**src/hw/stream_xbar_pkg.sv**
```systemverilog
// Shared constants and types of the four by four stream crossbar.
// Every file reaches into this package with scoped names.
package stream_xbar_pkg;

  // Number of input ports of the crossbar.
  localparam int unsigned NUM_INP = 32'd4;

  // Number of output ports of the crossbar.
  // It is a power of two, so every select value names a real output.
  localparam int unsigned NUM_OUT = 32'd4;

  // Width of one beat payload in bits.
  localparam int unsigned DATA_WIDTH = 32'd16;

  // Width of the output select that travels with each input beat.
  localparam int unsigned SEL_WIDTH = (NUM_OUT > 32'd1) ? $clog2(NUM_OUT) : 32'd1;

  // Width of the source index reported at each output.
  localparam int unsigned IDX_WIDTH = (NUM_INP > 32'd1) ? $clog2(NUM_INP) : 32'd1;

  // One beat payload.
  typedef logic [DATA_WIDTH-1:0] payload_t;

  // Output select of an input beat.
  typedef logic [SEL_WIDTH-1:0] sel_oup_t;

  // Number of an input port.
  typedef logic [IDX_WIDTH-1:0] idx_inp_t;

  // Beat as stored in the output buffer.
  // The data sits in the upper bits and the source index in the lower bits.
  typedef struct packed {
    payload_t data;
    idx_inp_t idx;
  } xbar_beat_t;

endpackage

```
**src/hw/rr_arbiter.sv**
```systemverilog
`timescale 1ns/1ps

// Round-robin arbiter for one crossbar output.
// The search starts at a priority pointer and wraps around the inputs.
// Once the outgoing valid is raised without a ready, the winner is frozen
// until the beat is taken, so the downstream side sees a stable beat.
module rr_arbiter #(
  parameter type data_t = stream_xbar_pkg::payload_t
) (
  input  logic                                  clk_i,
  input  logic                                  rst_n_i,
  // Request lines, one per input.
  input  logic  [stream_xbar_pkg::NUM_INP-1:0]  req_i,
  // Grant lines, one per input; a grant means the beat moves this cycle.
  output logic  [stream_xbar_pkg::NUM_INP-1:0]  gnt_o,
  // Payload offered by each input.
  input  data_t [stream_xbar_pkg::NUM_INP-1:0]  data_i,
  // Outgoing handshake towards the output buffer.
  output logic                                  valid_o,
  input  logic                                  ready_i,
  output data_t                                 data_o,
  output stream_xbar_pkg::idx_inp_t             idx_o
);

  // Priority pointer; the search for a winner begins here.
  stream_xbar_pkg::idx_inp_t ptr_q;
  // Pointer value after the current winner is accepted.
  stream_xbar_pkg::idx_inp_t ptr_d;

  // Lock state; set while a presented beat waits for ready.
  logic                      lock_q;
  stream_xbar_pkg::idx_inp_t lock_idx_q;

  // Result of the round-robin search over the live requests.
  stream_xbar_pkg::idx_inp_t search_idx;
  logic                      search_hit;

  // Winner actually used this cycle.
  stream_xbar_pkg::idx_inp_t win_idx;

  // Handshake completion on the outgoing side.
  logic                      accept;
  logic                      stall;

  // Scan the inputs upward from the pointer and take the first request.
  // The index wraps modulo the input count.
  always_comb begin : proc_search
    int unsigned cand;
    cand       = 0;
    search_idx = ptr_q;
    search_hit = 1'b0;
    for (int unsigned k = 0; k < stream_xbar_pkg::NUM_INP; k++) begin
      cand = (32'(ptr_q) + k) % stream_xbar_pkg::NUM_INP;
      if (!search_hit && req_i[cand]) begin
        search_hit = 1'b1;
        search_idx = stream_xbar_pkg::idx_inp_t'(cand);
      end
    end
  end

  // A locked choice overrides the search.
  // Senders keep valid high until the grant, so the locked input still requests.
  assign win_idx = lock_q ? lock_idx_q : search_idx;
  assign valid_o = lock_q || search_hit;

  // Forward the winner's payload and number.
  assign data_o = data_i[win_idx];
  assign idx_o  = win_idx;

  assign accept = valid_o && ready_i;
  assign stall  = valid_o && !ready_i;

  // Only the winner sees a grant, and only when the buffer takes the beat.
  always_comb begin : proc_grant
    gnt_o = '0;
    if (accept) begin
      gnt_o[win_idx] = 1'b1;
    end
  end

  // The next search starts just past the winner.
  always_comb begin : proc_ptr_next
    if (32'(win_idx) == stream_xbar_pkg::NUM_INP - 32'd1) begin
      ptr_d = '0;
    end else begin
      ptr_d = win_idx + stream_xbar_pkg::idx_inp_t'(1);
    end
  end

  // Pointer and lock update on the clock edge.
  always_ff @(posedge clk_i) begin : proc_state
    if (!rst_n_i) begin
      ptr_q      <= '0;
      lock_q     <= 1'b0;
      lock_idx_q <= '0;
    end else begin
      // The lock lasts exactly as long as the beat waits.
      lock_q <= stall;
      if (stall) begin
        lock_idx_q <= win_idx;
      end
      // The pointer only moves on a completed transfer.
      if (accept) begin
        ptr_q <= ptr_d;
      end
    end
  end

endmodule

```
**src/hw/spill_register.sv**
```systemverilog
`timescale 1ns/1ps

// Two-entry output buffer that registers the beat and cuts the ready path.
// The main slot takes every new beat.
// The skid slot catches a beat from the main slot when the output stalls,
// so the upstream side can send one more beat after ready drops.
module spill_register #(
  parameter type data_t = stream_xbar_pkg::xbar_beat_t
) (
  input  logic  clk_i,
  input  logic  rst_n_i,
  // Upstream handshake.
  input  logic  valid_i,
  output logic  ready_o,
  input  data_t data_i,
  // Downstream handshake.
  output logic  valid_o,
  input  logic  ready_i,
  output data_t data_o
);

  // Main slot, written by every accepted input beat.
  data_t main_q;
  logic  main_full_q;
  logic  main_fill;
  logic  main_drain;

  // Skid slot, which always holds the older beat when both are full.
  data_t skid_q;
  logic  skid_full_q;
  logic  skid_fill;
  logic  skid_drain;

  // A new beat is taken whenever at least one slot is free.
  // This looks only at the flags, never at ready_i.
  assign ready_o   = !main_full_q || !skid_full_q;
  assign main_fill = valid_i && ready_o;

  // With the skid slot empty, the main slot is the head of the queue.
  // Its beat leaves this cycle, either to the output or into the skid slot.
  assign main_drain = main_full_q && !skid_full_q;

  // A head beat that the output refuses is parked in the skid slot.
  assign skid_fill  = main_drain && !ready_i;
  assign skid_drain = skid_full_q && ready_i;

  // The oldest beat is presented first.
  assign valid_o = main_full_q || skid_full_q;
  assign data_o  = skid_full_q ? skid_q : main_q;

  // Occupancy flags.
  always_ff @(posedge clk_i) begin : proc_flags
    if (!rst_n_i) begin
      main_full_q <= 1'b0;
      skid_full_q <= 1'b0;
    end else begin
      // A fill and a drain in one cycle keep the slot full with the new beat.
      main_full_q <= main_fill || (main_full_q && !main_drain);
      skid_full_q <= skid_fill || (skid_full_q && !skid_drain);
    end
  end

  // Payload storage.
  always_ff @(posedge clk_i) begin : proc_data
    if (main_fill) begin
      main_q <= data_i;
    end
    if (skid_fill) begin
      skid_q <= main_q;
    end
  end

endmodule

```
**src/hw/stream_xbar.sv**
```systemverilog
`timescale 1ns/1ps

// Fully connected stream crossbar with four inputs and four outputs.
// Each input beat names its output through sel_i.
// Every output has its own round-robin arbiter and a two-entry buffer.
// Routing and arbitration are combinational; the buffer adds one cycle.
module stream_xbar (
  input  logic                                                  clk_i,
  input  logic                                                  rst_n_i,
  // Input ports.
  input  stream_xbar_pkg::payload_t [stream_xbar_pkg::NUM_INP-1:0] data_i,
  input  stream_xbar_pkg::sel_oup_t [stream_xbar_pkg::NUM_INP-1:0] sel_i,
  input  logic                      [stream_xbar_pkg::NUM_INP-1:0] valid_i,
  output logic                      [stream_xbar_pkg::NUM_INP-1:0] ready_o,
  // Output ports.
  output stream_xbar_pkg::payload_t [stream_xbar_pkg::NUM_OUT-1:0] data_o,
  output stream_xbar_pkg::idx_inp_t [stream_xbar_pkg::NUM_OUT-1:0] idx_o,
  output logic                      [stream_xbar_pkg::NUM_OUT-1:0] valid_o,
  input  logic                      [stream_xbar_pkg::NUM_OUT-1:0] ready_i
);

  // Request and grant lines, indexed by output first and input second.
  logic [stream_xbar_pkg::NUM_OUT-1:0][stream_xbar_pkg::NUM_INP-1:0] out_req;
  logic [stream_xbar_pkg::NUM_OUT-1:0][stream_xbar_pkg::NUM_INP-1:0] out_gnt;

  // Input side: decode each select into one request line.
  for (genvar i = 0; i < int'(stream_xbar_pkg::NUM_INP); i++) begin : gen_inps
    for (genvar j = 0; j < int'(stream_xbar_pkg::NUM_OUT); j++) begin : gen_cross
      // Only the selected output sees the valid of this input.
      assign out_req[j][i] = valid_i[i] && (sel_i[i] == stream_xbar_pkg::sel_oup_t'(j));
    end
    // The ready comes back from the arbiter of the selected output.
    // An idle input requests nothing, so its grant and its ready stay low.
    assign ready_o[i] = out_gnt[sel_i[i]][i];
  end

  // Output side: arbitration followed by the buffer.
  for (genvar j = 0; j < int'(stream_xbar_pkg::NUM_OUT); j++) begin : gen_outs
    // Winner beat between arbiter and buffer.
    stream_xbar_pkg::xbar_beat_t arb_beat;
    logic                        arb_valid;
    logic                        arb_ready;
    // Beat presented by the buffer at the output port.
    stream_xbar_pkg::xbar_beat_t out_beat;

    // Every arbiter sees the data of all inputs.
    // Only the requests differ between outputs.
    rr_arbiter #(
      .data_t ( stream_xbar_pkg::payload_t )
    ) i_rr_arbiter (
      .clk_i   ( clk_i         ),
      .rst_n_i ( rst_n_i       ),
      .req_i   ( out_req[j]    ),
      .gnt_o   ( out_gnt[j]    ),
      .data_i  ( data_i        ),
      .valid_o ( arb_valid     ),
      .ready_i ( arb_ready     ),
      .data_o  ( arb_beat.data ),
      .idx_o   ( arb_beat.idx  )
    );

    // The buffer carries the payload together with its source number.
    spill_register #(
      .data_t ( stream_xbar_pkg::xbar_beat_t )
    ) i_spill_register (
      .clk_i   ( clk_i      ),
      .rst_n_i ( rst_n_i    ),
      .valid_i ( arb_valid  ),
      .ready_o ( arb_ready  ),
      .data_i  ( arb_beat   ),
      .valid_o ( valid_o[j] ),
      .ready_i ( ready_i[j] ),
      .data_o  ( out_beat   )
    );

    // Split the stored beat back onto the output ports.
    assign data_o[j] = out_beat.data;
    assign idx_o[j]  = out_beat.idx;
  end

endmodule

```
**config.mk**
```make
export PLATFORM = sky130hd
export DESIGN_NAME = stream_xbar
export DESIGN_NICKNAME = d
export VERILOG_FILES = /design/src/hw/stream_xbar_pkg.sv /design/src/hw/rr_arbiter.sv /design/src/hw/spill_register.sv /design/src/hw/stream_xbar.sv
export SDC_FILE = /design/constraint.sdc
export NUM_CORES = 1
export LEC_CHECK = 0
export BUFFER_PORTS_ARGS = -buffer_cell sky130_fd_sc_hd__buf_2
export CAP_MARGIN = 10
export CELL_PAD_IN_SITES_DETAIL_PLACEMENT = 2
export CELL_PAD_IN_SITES_GLOBAL_PLACEMENT = 2
export CORE_MARGIN = 4
export CORE_UTILIZATION = 39
export DETAILED_ROUTE_END_ITERATION = 8
export PLACE_DENSITY = 0.87
export SLEW_MARGIN = 30
export SYNTH_ARGS = -nofsm -noshare
export SYNTH_HDL_FRONTEND = slang
export SYNTH_HIERARCHICAL = 1
export SYNTH_SLANG_ARGS = --single-unit
export TNS_END_PERCENT = 5
```
**constraint.sdc**
```tcl
create_clock -name clk_i -period 3.3 [get_ports clk_i]
set_clock_uncertainty 0.2 [all_clocks]
set_input_delay 0.33 -clock clk_i [delete_from_list [all_inputs] [get_ports clk_i]]
set_output_delay 0.33 -clock clk_i [all_outputs]
set_load 0.01 [all_outputs]
```
==> impl_results.md, run 1 <==
- Status: finished, final reports clean
- Total GRT Usage: 0.252
- Hpwl dp: 29,000 um
- Distinct cells, synth: 71
- Fraction of registers with async set/reset: 0
- Critical path class: reg -> out
- CP delay by family, top: multiplexers
- Initial antenna violation count: 14
- Post-synthesis average cell area: 11.8 um^2
- WL final: 39,900 um
- Post-route minimum period: 3.18 ns
- Dominant cells by area after synthesis: edfxtp_1 39%, mux2_4 10%, dfxtp_1 5.1%
- Max Cap Viol: 0
- Max stage delay on crit path: 0.50 ns
- Mapped Area: 11,000 um^2
- Post-synth EDFFs: 144
- CP Buf/Inv Count: 1
- Top cells by count, synth: 144 x edfxtp_1, 87 x a21oi_1, 75 x mux2_4
- Register area share after synthesis: 0.443
- Worst Path Required: 2.77 ns
- Hold Path Class: in -> reg
- Fmax: 314 MHz
- CTS tree: done
- Number of buffers added on ports: 161
- Crit share post-route: 0.964
- Die area: 31,000 um^2
- Area grow syn2layout: 16.2%
- Initial Util: 0.396
- Chip Width: 176 um
- Synth area leader: edfxtp_1
- Gr ovfl total: 0
- DRC: 0
- RSZ-0062 raised after global routing: false
- Crit path top cell by count: mux4_2
- Reg2reg path depth: 6
- Hold Violations, Final: 0
- Static leakage: 4.81 nW
- Yosys warns: 6
- # rows: 61
- Pre-antenna DRT Iters: 5
- WP data arrival: 2.65 ns
- Post-synth net total: 1,020
- WP depth: 6
- Vias in the first global route: 9,850
- Endpoint type of the worst setup path: output pin
- Slowest CP cell: mux4_2
- Crit-path cells: mux4_2 -> or2_1 -> o21ai_2 -> nor3b_2 -> mux4_2 -> buf_2
- Setup crit start kind: register
- Worst slew margin: 0.572
- Endpoints failing setup: 0
- Clk slew on worst S/H paths: 0.08 ns
- Top-count cell post-synth: edfxtp_1
- Share of post-route cells with drive strength above 1: 0.363
- Slew @ Worst Pin: 0.642 ns
- Vias: 9,221
- TritonCTS Buffers: 17
- Main synth FF type: edfxtp_1
- Hold path cells: 2
- Setup repair bufs after CTS: 0
- Top cell type's share of synthesized area: 0.392
- Final GP Congestion: 0.864
- Clk sinks: 172
- Util after Layout: 0.460
- Number of synthesized register bits: 172
- Setup_tns: 0 ns
- WHS: 0.0320 ns
- Vias/cell: 6.22
- H-tree Lvls: 4
- Largest net degree at the start of global routing: 36
- Antenna viol nets, final: 0
- Io pins: 162
- DRT iter0 DRCs: 698
- Pwr dens: 904 nW/um^2
- Core box area: 27,900 um^2
- Die Y: 176 um
- Slew Viols, Final: 0
- Clock buffer depth: 2
- Peak supply drop: 0.420 mV
- Post-Synthesis Cells: 935
- First-pass GRT wire length: 60,000 um
- Critical path peak fanout: 8
- Clk_lat worst skew: 0.44 ns
- CTS Root Cell: clkbuf_16
- Final net count: 1,169
- DR WL/cell: 26.9 um
-- cell type report --
type | count | area [um^2]
diodes | 8 | 20.0
clock buffers | 17 | 425
clock inverters | 15 | 171
fillers | 2858 | 15100
inverters | 19 | 71.3
multi-input cells | 672 | 5620
flip-flops and latches | 172 | 4890
well taps | 378 | 473
repair buffers | 202 | 1130
-- kinds of logic (layout without fill, tap and decap cells) --
logic type | count (synthesis) | count (layout) | share of synthesized area
compound gates | 322 | 322 | 0.222
simple gates | 212 | 212 | 0.112
flops | 172 | 172 | 0.443
mux | 134 | 134 | 0.165
buf+inv | 91 | 253 | 0.0536
fa+ha+maj | 3 | 3 | 0.00341
xor+xnor | 1 | 1 | 0.000795
other cells | 0 | 8 | 0
-- cell usage in the layout (no fill, tap or decap), drive strengths merged, types with 4 or more instances in the layout --
| cell type | count |
|---|---|
| nor2 | 18 |
| dfxtp | 28 |
| nor2b | 4 |
| inv | 25 |
| buf | 200 |
| o21ai | 55 |
| or2 | 6 |
| and2 | 9 |
| a21oi | 106 |
| mux2i | 51 |
| o21bai | 4 |
| o211ai | 4 |
| a22o | 48 |
| nand3 | 15 |
| a32oi | 49 |
| nor3 | 12 |
| and3 | 13 |
| o41ai | 7 |
| clkbuf | 17 |
| a211oi | 9 |
| nand2 | 68 |
| clkinv | 8 |
| and3b | 12 |
| nand2b | 20 |
| o31ai | 4 |
| nor3b | 25 |
| diode | 8 |
| mux4 | 8 |
| a41oi | 16 |
| mux2 | 75 |
| edfxtp | 144 |
-- routing by layer --
layer | vias to the layer above | global-route usage | share of wire
met3 | 116 | 0.0617 | 0.065
met5 | - | 0 | 0.0020
met2 | 377 | 0.447 | 0.51
met4 | 14 | 0.104 | 0.041
li1 | 4001 | - | -
met1 | 4713 | 0.291 | 0.38
-- report_power, final --
group,leakage [nW],switching (mW),internal [mW],total (mW)
Combinational,2.93,3.11,2.32,5.42
Clock,0.288,1.03,1.02,2.05
Sequential,1.59,0.533,3.58,4.11
-- metrics by stage --
step                setup WS, ns  std cells  area, um^2  power (mW)
CTS                      0.00363       1475       12800        11.6
floorplan                  0.412        935       11000        7.63
finish                     0.120       1483       12800        11.6
detailed placement         0.187       1441       12200        9.54
global placement           0.283       1441       12200        9.16
global route             0.00726       1482       12800        12.2
-- state kept, by name (all words and copies together) (netlist names) --
register                               count
gen_outs.i_spill_register/main_q          72
gen_outs.i_spill_register/skid_q          72
gen_outs.i_rr_arbiter/lock_idx_q           8
gen_outs.i_rr_arbiter/ptr_q                8
gen_outs.i_rr_arbiter/lock_q               4
gen_outs.i_spill_register/main_full_q      4
gen_outs.i_spill_register/skid_full_q      4
-- final timing paths --
kind                                                                  to                                     from  slack (ns)
worst max-delay path                                          ready_o[3]        gen_outs[0].i_rr_arbiter/ptr_q[1]        0.12
worst min-delay path            gen_outs[3].i_spill_register/skid_full_q                               ready_i[3]        0.03
worst max register to register   gen_outs[1].i_spill_register/main_q[17]        gen_outs[1].i_rr_arbiter/ptr_q[0]        0.65
worst min register to register   gen_outs[3].i_spill_register/skid_q[16]  gen_outs[3].i_spill_register/main_q[16]        0.25
-- worst register-to-register path, stage by stage, from the launching register on --
cell and delay (ns):
dfxtp_1 0.54, nand2b_1 0.22, a21boi_0 0.18, o41ai_4 0.35, buf_4 0.46, a21oi_1 0.11, a32oi_1 0.36
-- timing repair --
item,in CTS,in global routing
hold buffers,2,0
endpoints found under the hold margin,2,0
pin swaps,0,0
endpoints found under the setup margin,4,4
resized for setup,4,7
No activity file was read; power rests on OpenSTA's default activity.
==> run 2: changes to the inputs <==
--- a/config.mk
+++ b/config.mk
@@ -10,9 +10,10 @@
 export CELL_PAD_IN_SITES_DETAIL_PLACEMENT = 2
 export CELL_PAD_IN_SITES_GLOBAL_PLACEMENT = 2
 export CORE_MARGIN = 4
-export CORE_UTILIZATION = 39
+export CORE_UTILIZATION = 38
 export DETAILED_ROUTE_END_ITERATION = 8
-export PLACE_DENSITY = 0.87
+export PLACE_DENSITY = 0.86
+export SKIP_LAST_GASP = 1
 export SLEW_MARGIN = 30
 export SYNTH_ARGS = -nofsm -noshare
 export SYNTH_HDL_FRONTEND = slang
==> impl_results.md, run 2 (same netlist as run 1, synthesis figures left out) <==
- DRT iter0 DRCs: 792
- Pre-antenna DRT Iters: 5
- Crit path capture: ready_o[3]
- Initial antenna violation count: 10
- Share of post-route cells with drive strength above 1: 0.363
- Clk sinks: 172
- DRC: 0
- Vias/cell: 6.18
- Clock buffer depth: 2
- Crit path from: gen_outs[3].i_rr_arbiter/ptr_q[1]
- Number of buffers added on ports: 161
- Core box area: 28,600 um^2
- Static leakage: 4.80 nW
- Endpoint type of the worst setup path: output pin
- Hold Violations, Final: 0
- Slew @ Worst Pin: 0.626 ns
- DR WL/cell: 27.2 um
- Max Cap Viol: 0
- Pwr dens: 900 nW/um^2
- Endpoints failing setup: 0
- WL final: 40,300 um
- Clk_lat worst skew: 0.45 ns
- First-pass GRT wire length: 59,600 um
- Vias: 9,165
- H-tree Lvls: 4
- Status: finished, final reports clean
- Total GRT Usage: 0.247
- Area grow syn2layout: 15.9%
- Worst Path Required: 2.77 ns
- CTS tree: done
- CP Buf/Inv Count: 1
- WP depth: 6
- Crit-path cells: or3_1 -> nor3_1 -> o31ai_2 -> and3_1 -> mux4_2 -> buf_2
- Peak supply drop: 0.363 mV
- Finished Layout Cells: 1,483
- Critical path peak fanout: 11
- Commonest cells after routing, fill and taps aside: 161 x buf_2, 144 x edfxtp_1, 87 x a21oi_1, 75 x mux2_4, 62 x nand2_1
- FF-to-FF End: gen_outs[3].i_spill_register/main_q[14]
- Placed insts: 1,447
- Antenna viol nets, final: 0
- Hpwl dp: 28,900 um
- Largest net degree at the start of global routing: 36
- Slew Viols, Final: 0
- Io pins: 162
- Critical path class: reg -> out
- TritonCTS Buffers: 17
- Largest regs: gen_outs.i_spill_register/main_q: 72 flops, gen_outs.i_spill_register/skid_q: 72 flops
- Crit share post-route: 0.970
- Worst slew margin: 0.582
- Final net count: 1,169
- Gr ovfl total: 0
- Reg2reg path depth: 6
- Max stage delay on crit path: 0.47 ns
- Vias in the first global route: 9,686
- Initial Util: 0.385
- Final GP Congestion: 0.851
- Fillers: 2,946
- Slowest CP cell: mux4_2
- DP Area: 12,200 um^2
- Setup repair bufs after CTS: 0
- # rows: 62
- Most common cell after layout, fill and taps aside: buf_2
- RSZ-0062 raised after global routing: true
- Die area: 31,800 um^2
- Chip Width: 178 um
- Reg2reg setup slack: 0.62 ns
- CP delay by family, top: simple AND/OR/NAND/NOR gates
- Post-route minimum period: 3.20 ns
- Design Area, Final: 12,800 um^2
- FF-to-FF Start: gen_outs[3].i_rr_arbiter/ptr_q[0]
- Fmax: 313 MHz
- Die Y: 178 um
- Setup_tns: 0 ns
- WHS: 0.0244 ns
- WP data arrival: 2.67 ns
- Clk slew on worst S/H paths: 0.07 ns
- Hold Path Class: in -> reg
- CTS Root Cell: clkbuf_16
- Total Power: 11.5 mW
- Setup crit start kind: register
run 2: changes by cell type in the layout (fill, tap and decap cells not counted), moves of 2 or more:
cell / before / now
a21boi_1: 2 / 0
inv_8: 3 / 5
diode_2: 8 / 2
clkinv_4: 2 / 4
clkinv_8: 5 / 1
a21boi_0: 1 / 3
run 2: where the power goes:
group	switching, mW	internal [mW]
clock network	1.01	1.01
logic	3.08	2.31
registers	0.512	3.57
total	4.61	6.89
run 2: layer usage:
layer | global-route usage | up-vias | share of wire
met5 | 0 | - | 0.0026
met4 | 0.0803 | 18 | 0.035
met3 | 0.0608 | 115 | 0.069
met2 | 0.442 | 393 | 0.51
met1 | 0.291 | 4642 | 0.38
li1 | - | 3997 | -
run 2: worst min-delay path by stage:
stage	from	to	slack [ns]	cells after the start
5_1_grt	ready_i[1]	gen_outs[1].i_spill_register/skid_full_q	0.01	2
6_report	ready_i[1]	gen_outs[1].i_spill_register/skid_full_q	0.02	2
2_1_floorplan	gen_outs[0].i_spill_register/main_q[0]	gen_outs[0].i_spill_register/skid_q[0]	0.23	0
3_5_place_dp	gen_outs[3].i_spill_register/main_q[13]	gen_outs[3].i_spill_register/skid_q[13]	0.24	0
4_1_cts	ready_i[1]	gen_outs[1].i_spill_register/skid_full_q	0.0002	2
3_3_place_gp	gen_outs[1].i_spill_register/main_q[5]	gen_outs[1].i_spill_register/skid_q[5]	0.23	0
run 2: repair_timing:
item | 4_1_cts | 5_1_grt
endpoints found under the setup margin | 4 | 4
endpoints found under the hold margin | 2 | 0
hold buffers | 2 | 0
gates resized for setup | 4 | 4
pin swaps | 0 | 0
run 2: layout make-up:
type / count / area, um^2 / area share
clock inverter: 15 / 145 / 0.0114
timing repair buffer: 202 / 1130 / 0.0885
tap: 384 / 480 / 0.0376
antenna: 2 / 5.00 / 0.000392
multi-input combinational: 672 / 5630 / 0.441
clock buffer: 17 / 425 / 0.0333
inverter: 19 / 71.3 / 0.00558
sequential: 172 / 4890 / 0.383
run 2: metrics by stage:
step | setup WS (ns) | util
6_report | 0.100 | 0.446
5_1_grt | -0.0400 | 0.446
4_1_cts | -0.00425 | 0.446
3_5_place_dp | 0.140 | 0.425
3_3_place_gp | 0.193 | 0.425
2_1_floorplan | 0.412 | -
==> run 3: changes to the inputs <==
--- a/config.mk
+++ b/config.mk
@@ -12,6 +12,7 @@
 export CORE_MARGIN = 4
 export CORE_UTILIZATION = 38
 export DETAILED_ROUTE_END_ITERATION = 8
+export GPL_TIMING_DRIVEN = 0
 export PLACE_DENSITY = 0.86
 export SKIP_LAST_GASP = 1
 export SLEW_MARGIN = 30
==> impl_results.md, run 3 (same netlist as run 1, synthesis figures left out) <==
- Initial Util: 0.385
- Hpwl dp: 32,100 um
- Total GRT Usage: 0.291
- Setup crit start kind: register
- Critical path class: reg -> out
- DRT iter0 DRCs: 1,235
- Largest net degree at the start of global routing: 23
- Slew @ Worst Pin: 0.757 ns
- Critical path peak fanout: 10
- Status: finished, violations left
- Pwr dens: 930 nW/um^2
- Final GP Congestion: 0.906
- Endpoint type of the worst setup path: output pin
- Max Cap Viol: 0
- Clock buffer depth: 2
- Post-route minimum period: 3.33 ns
- Placed insts: 1,488
- # rows: 62
- Total Power: 12.6 mW
- Pre-antenna DRT Iters: 5
- Share of post-route cells with drive strength above 1: 0.412
- Failing checks: setup timing
- DRC: 0
- Vias in the first global route: 10.6k
- Vias/cell: 6.55
- Area grow syn2layout: 22.9%
- RSZ-0062 raised after global routing: true
- First-pass GRT wire length: 68,600 um
- Finished Layout Cells: 1,552
- Core box area: 28,600 um^2
- Commonest cells after routing, fill and taps aside: 172 x buf_2, 144 x edfxtp_1, 87 x a21oi_1, 75 x mux2_4, 62 x nand2_1
- Clk sinks: 172
- CTS Root Cell: clkbuf_16
- Worst Path Required: 2.77 ns
- TritonCTS Buffers: 17
- Number of buffers added on ports: 161
- Crit share post-route: 1.01
- Vias: 10.2k
- Peak supply drop: 0.312 mV
- Hold Path Class: in -> reg
- Most common cell after layout, fill and taps aside: buf_2
- Endpoints failing setup: 3
- Worst slew margin: 0.493
- CTS tree: done
- Static leakage: 5.20 nW
- H-tree Lvls: 4
- Pre-CTS worst setup slack: -0.267 ns
- WL final: 49,300 um
- Die Y: 178 um
- Initial antenna violation count: 4
- DR WL/cell: 31.7 um
- Slew Viols, Final: 0
- Largest regs: gen_outs.i_spill_register/main_q: 72 flops, gen_outs.i_spill_register/skid_q: 72 flops
- Final net count: 1,238
- Clk_lat worst skew: 0.45 ns
- Die area: 31,800 um^2
- WP data arrival: 2.80 ns
- Clk slew on worst S/H paths: 0.08 ns
- Final Worst Setup Slack: -0.0267 ns
- Io pins: 162
- Hold Violations, Final: 0
- Gr ovfl total: 0
- Chip Width: 178 um
- Antenna viol nets, final: 0
- Fmax: 301 MHz
[run 3: changes by cell type in the layout (fill, tap and decap cells not counted), moves of 5 or more]
cell	previous run	this run
nor3b_2	7	12
buf_2	161	172
clkbuf_1	0	6
buf_6	0	26
nor3_2	2	7
nor3b_1	18	12
nor3_1	10	5
buf_4	38	54
[run 3: routing by layer]
metal,routed length (um),track usage,vias up
met5,34,0,-
met3,3680,0.0593,217
met4,2840,0.147,6
met2,24100,0.497,703
li1,-,-,4131
met1,18700,0.348,5110
[run 3: final cells by class]
| class | instances | area [um^2] |
|---|---|---|
| diodes | 3 | 7.51 |
| plain buffers | 70 | 632 |
| clock buffers | 17 | 425 |
| clock inverters | 14 | 156 |
| fillers | 2883 | 15100 |
| inverters | 19 | 75.1 |
| multi-input cells | 672 | 5770 |
| flip-flops and latches | 172 | 4890 |
| well taps | 384 | 480 |
| repair buffers | 201 | 1120 |
[run 3: per-stage QoR]
step                area (um^2)   util  hold WS (ns)  TNS [ns]
floorplan                 11000      -         0.227         0
global placement          12300  0.430         0.236    -0.830
detailed placement        12400  0.433         0.238    -0.930
CTS                       13300  0.463        0.0152   -0.0740
global route              13500  0.473        0.0306    -0.184
finish                    13500  0.473        0.0383   -0.0423
[run 3: path summary, 6_finish.rpt]
| path | from | to | slack, ns | cells after the start |
|---|---|---|---|---|
| worst min-delay path | ready_i[3] | gen_outs[3].i_spill_register/skid_full_q | 0.04 | 2 |
| worst max-delay path | gen_outs[1].i_rr_arbiter/ptr_q[1] | ready_o[2] | -0.03 | 8 |
| worst max register to register | gen_outs[1].i_rr_arbiter/ptr_q[1] | gen_outs[1].i_spill_register/main_q[8] | 0.40 | 7 |
| worst min register to register | gen_outs[0].i_spill_register/main_q[1] | gen_outs[0].i_spill_register/skid_q[1] | 0.25 | 0 |
[run 3: power breakdown]
| group | leakage (nW) | switching (mW) | internal, mW | total, mW |
|---|---|---|---|---|
| registers | 1.59 | 0.509 | 3.58 | 4.09 |
| clock network | 0.281 | 1.06 | 1.01 | 2.07 |
| logic | 3.33 | 3.72 | 2.72 | 6.44 |
[run 3: critical path, stage by stage (launching register included)]
cell and delay (ns):
dfxtp_1 0.39, buf_6 0.16, o21ai_1 0.12, a211oi_2 0.33
o21bai_1 0.19, clkbuf_2 0.31, nor3b_1 0.23, mux4_2 0.45
buf_2 0.15
[run 3: timing repair]
action	CTS	global route
pin swaps	4	9
hold buffers	2	0
endpoints found under the setup margin	4	4
setup buffers	16	14
hold endpoints to repair	3	0
cloned	0	0
resized for setup	44	44
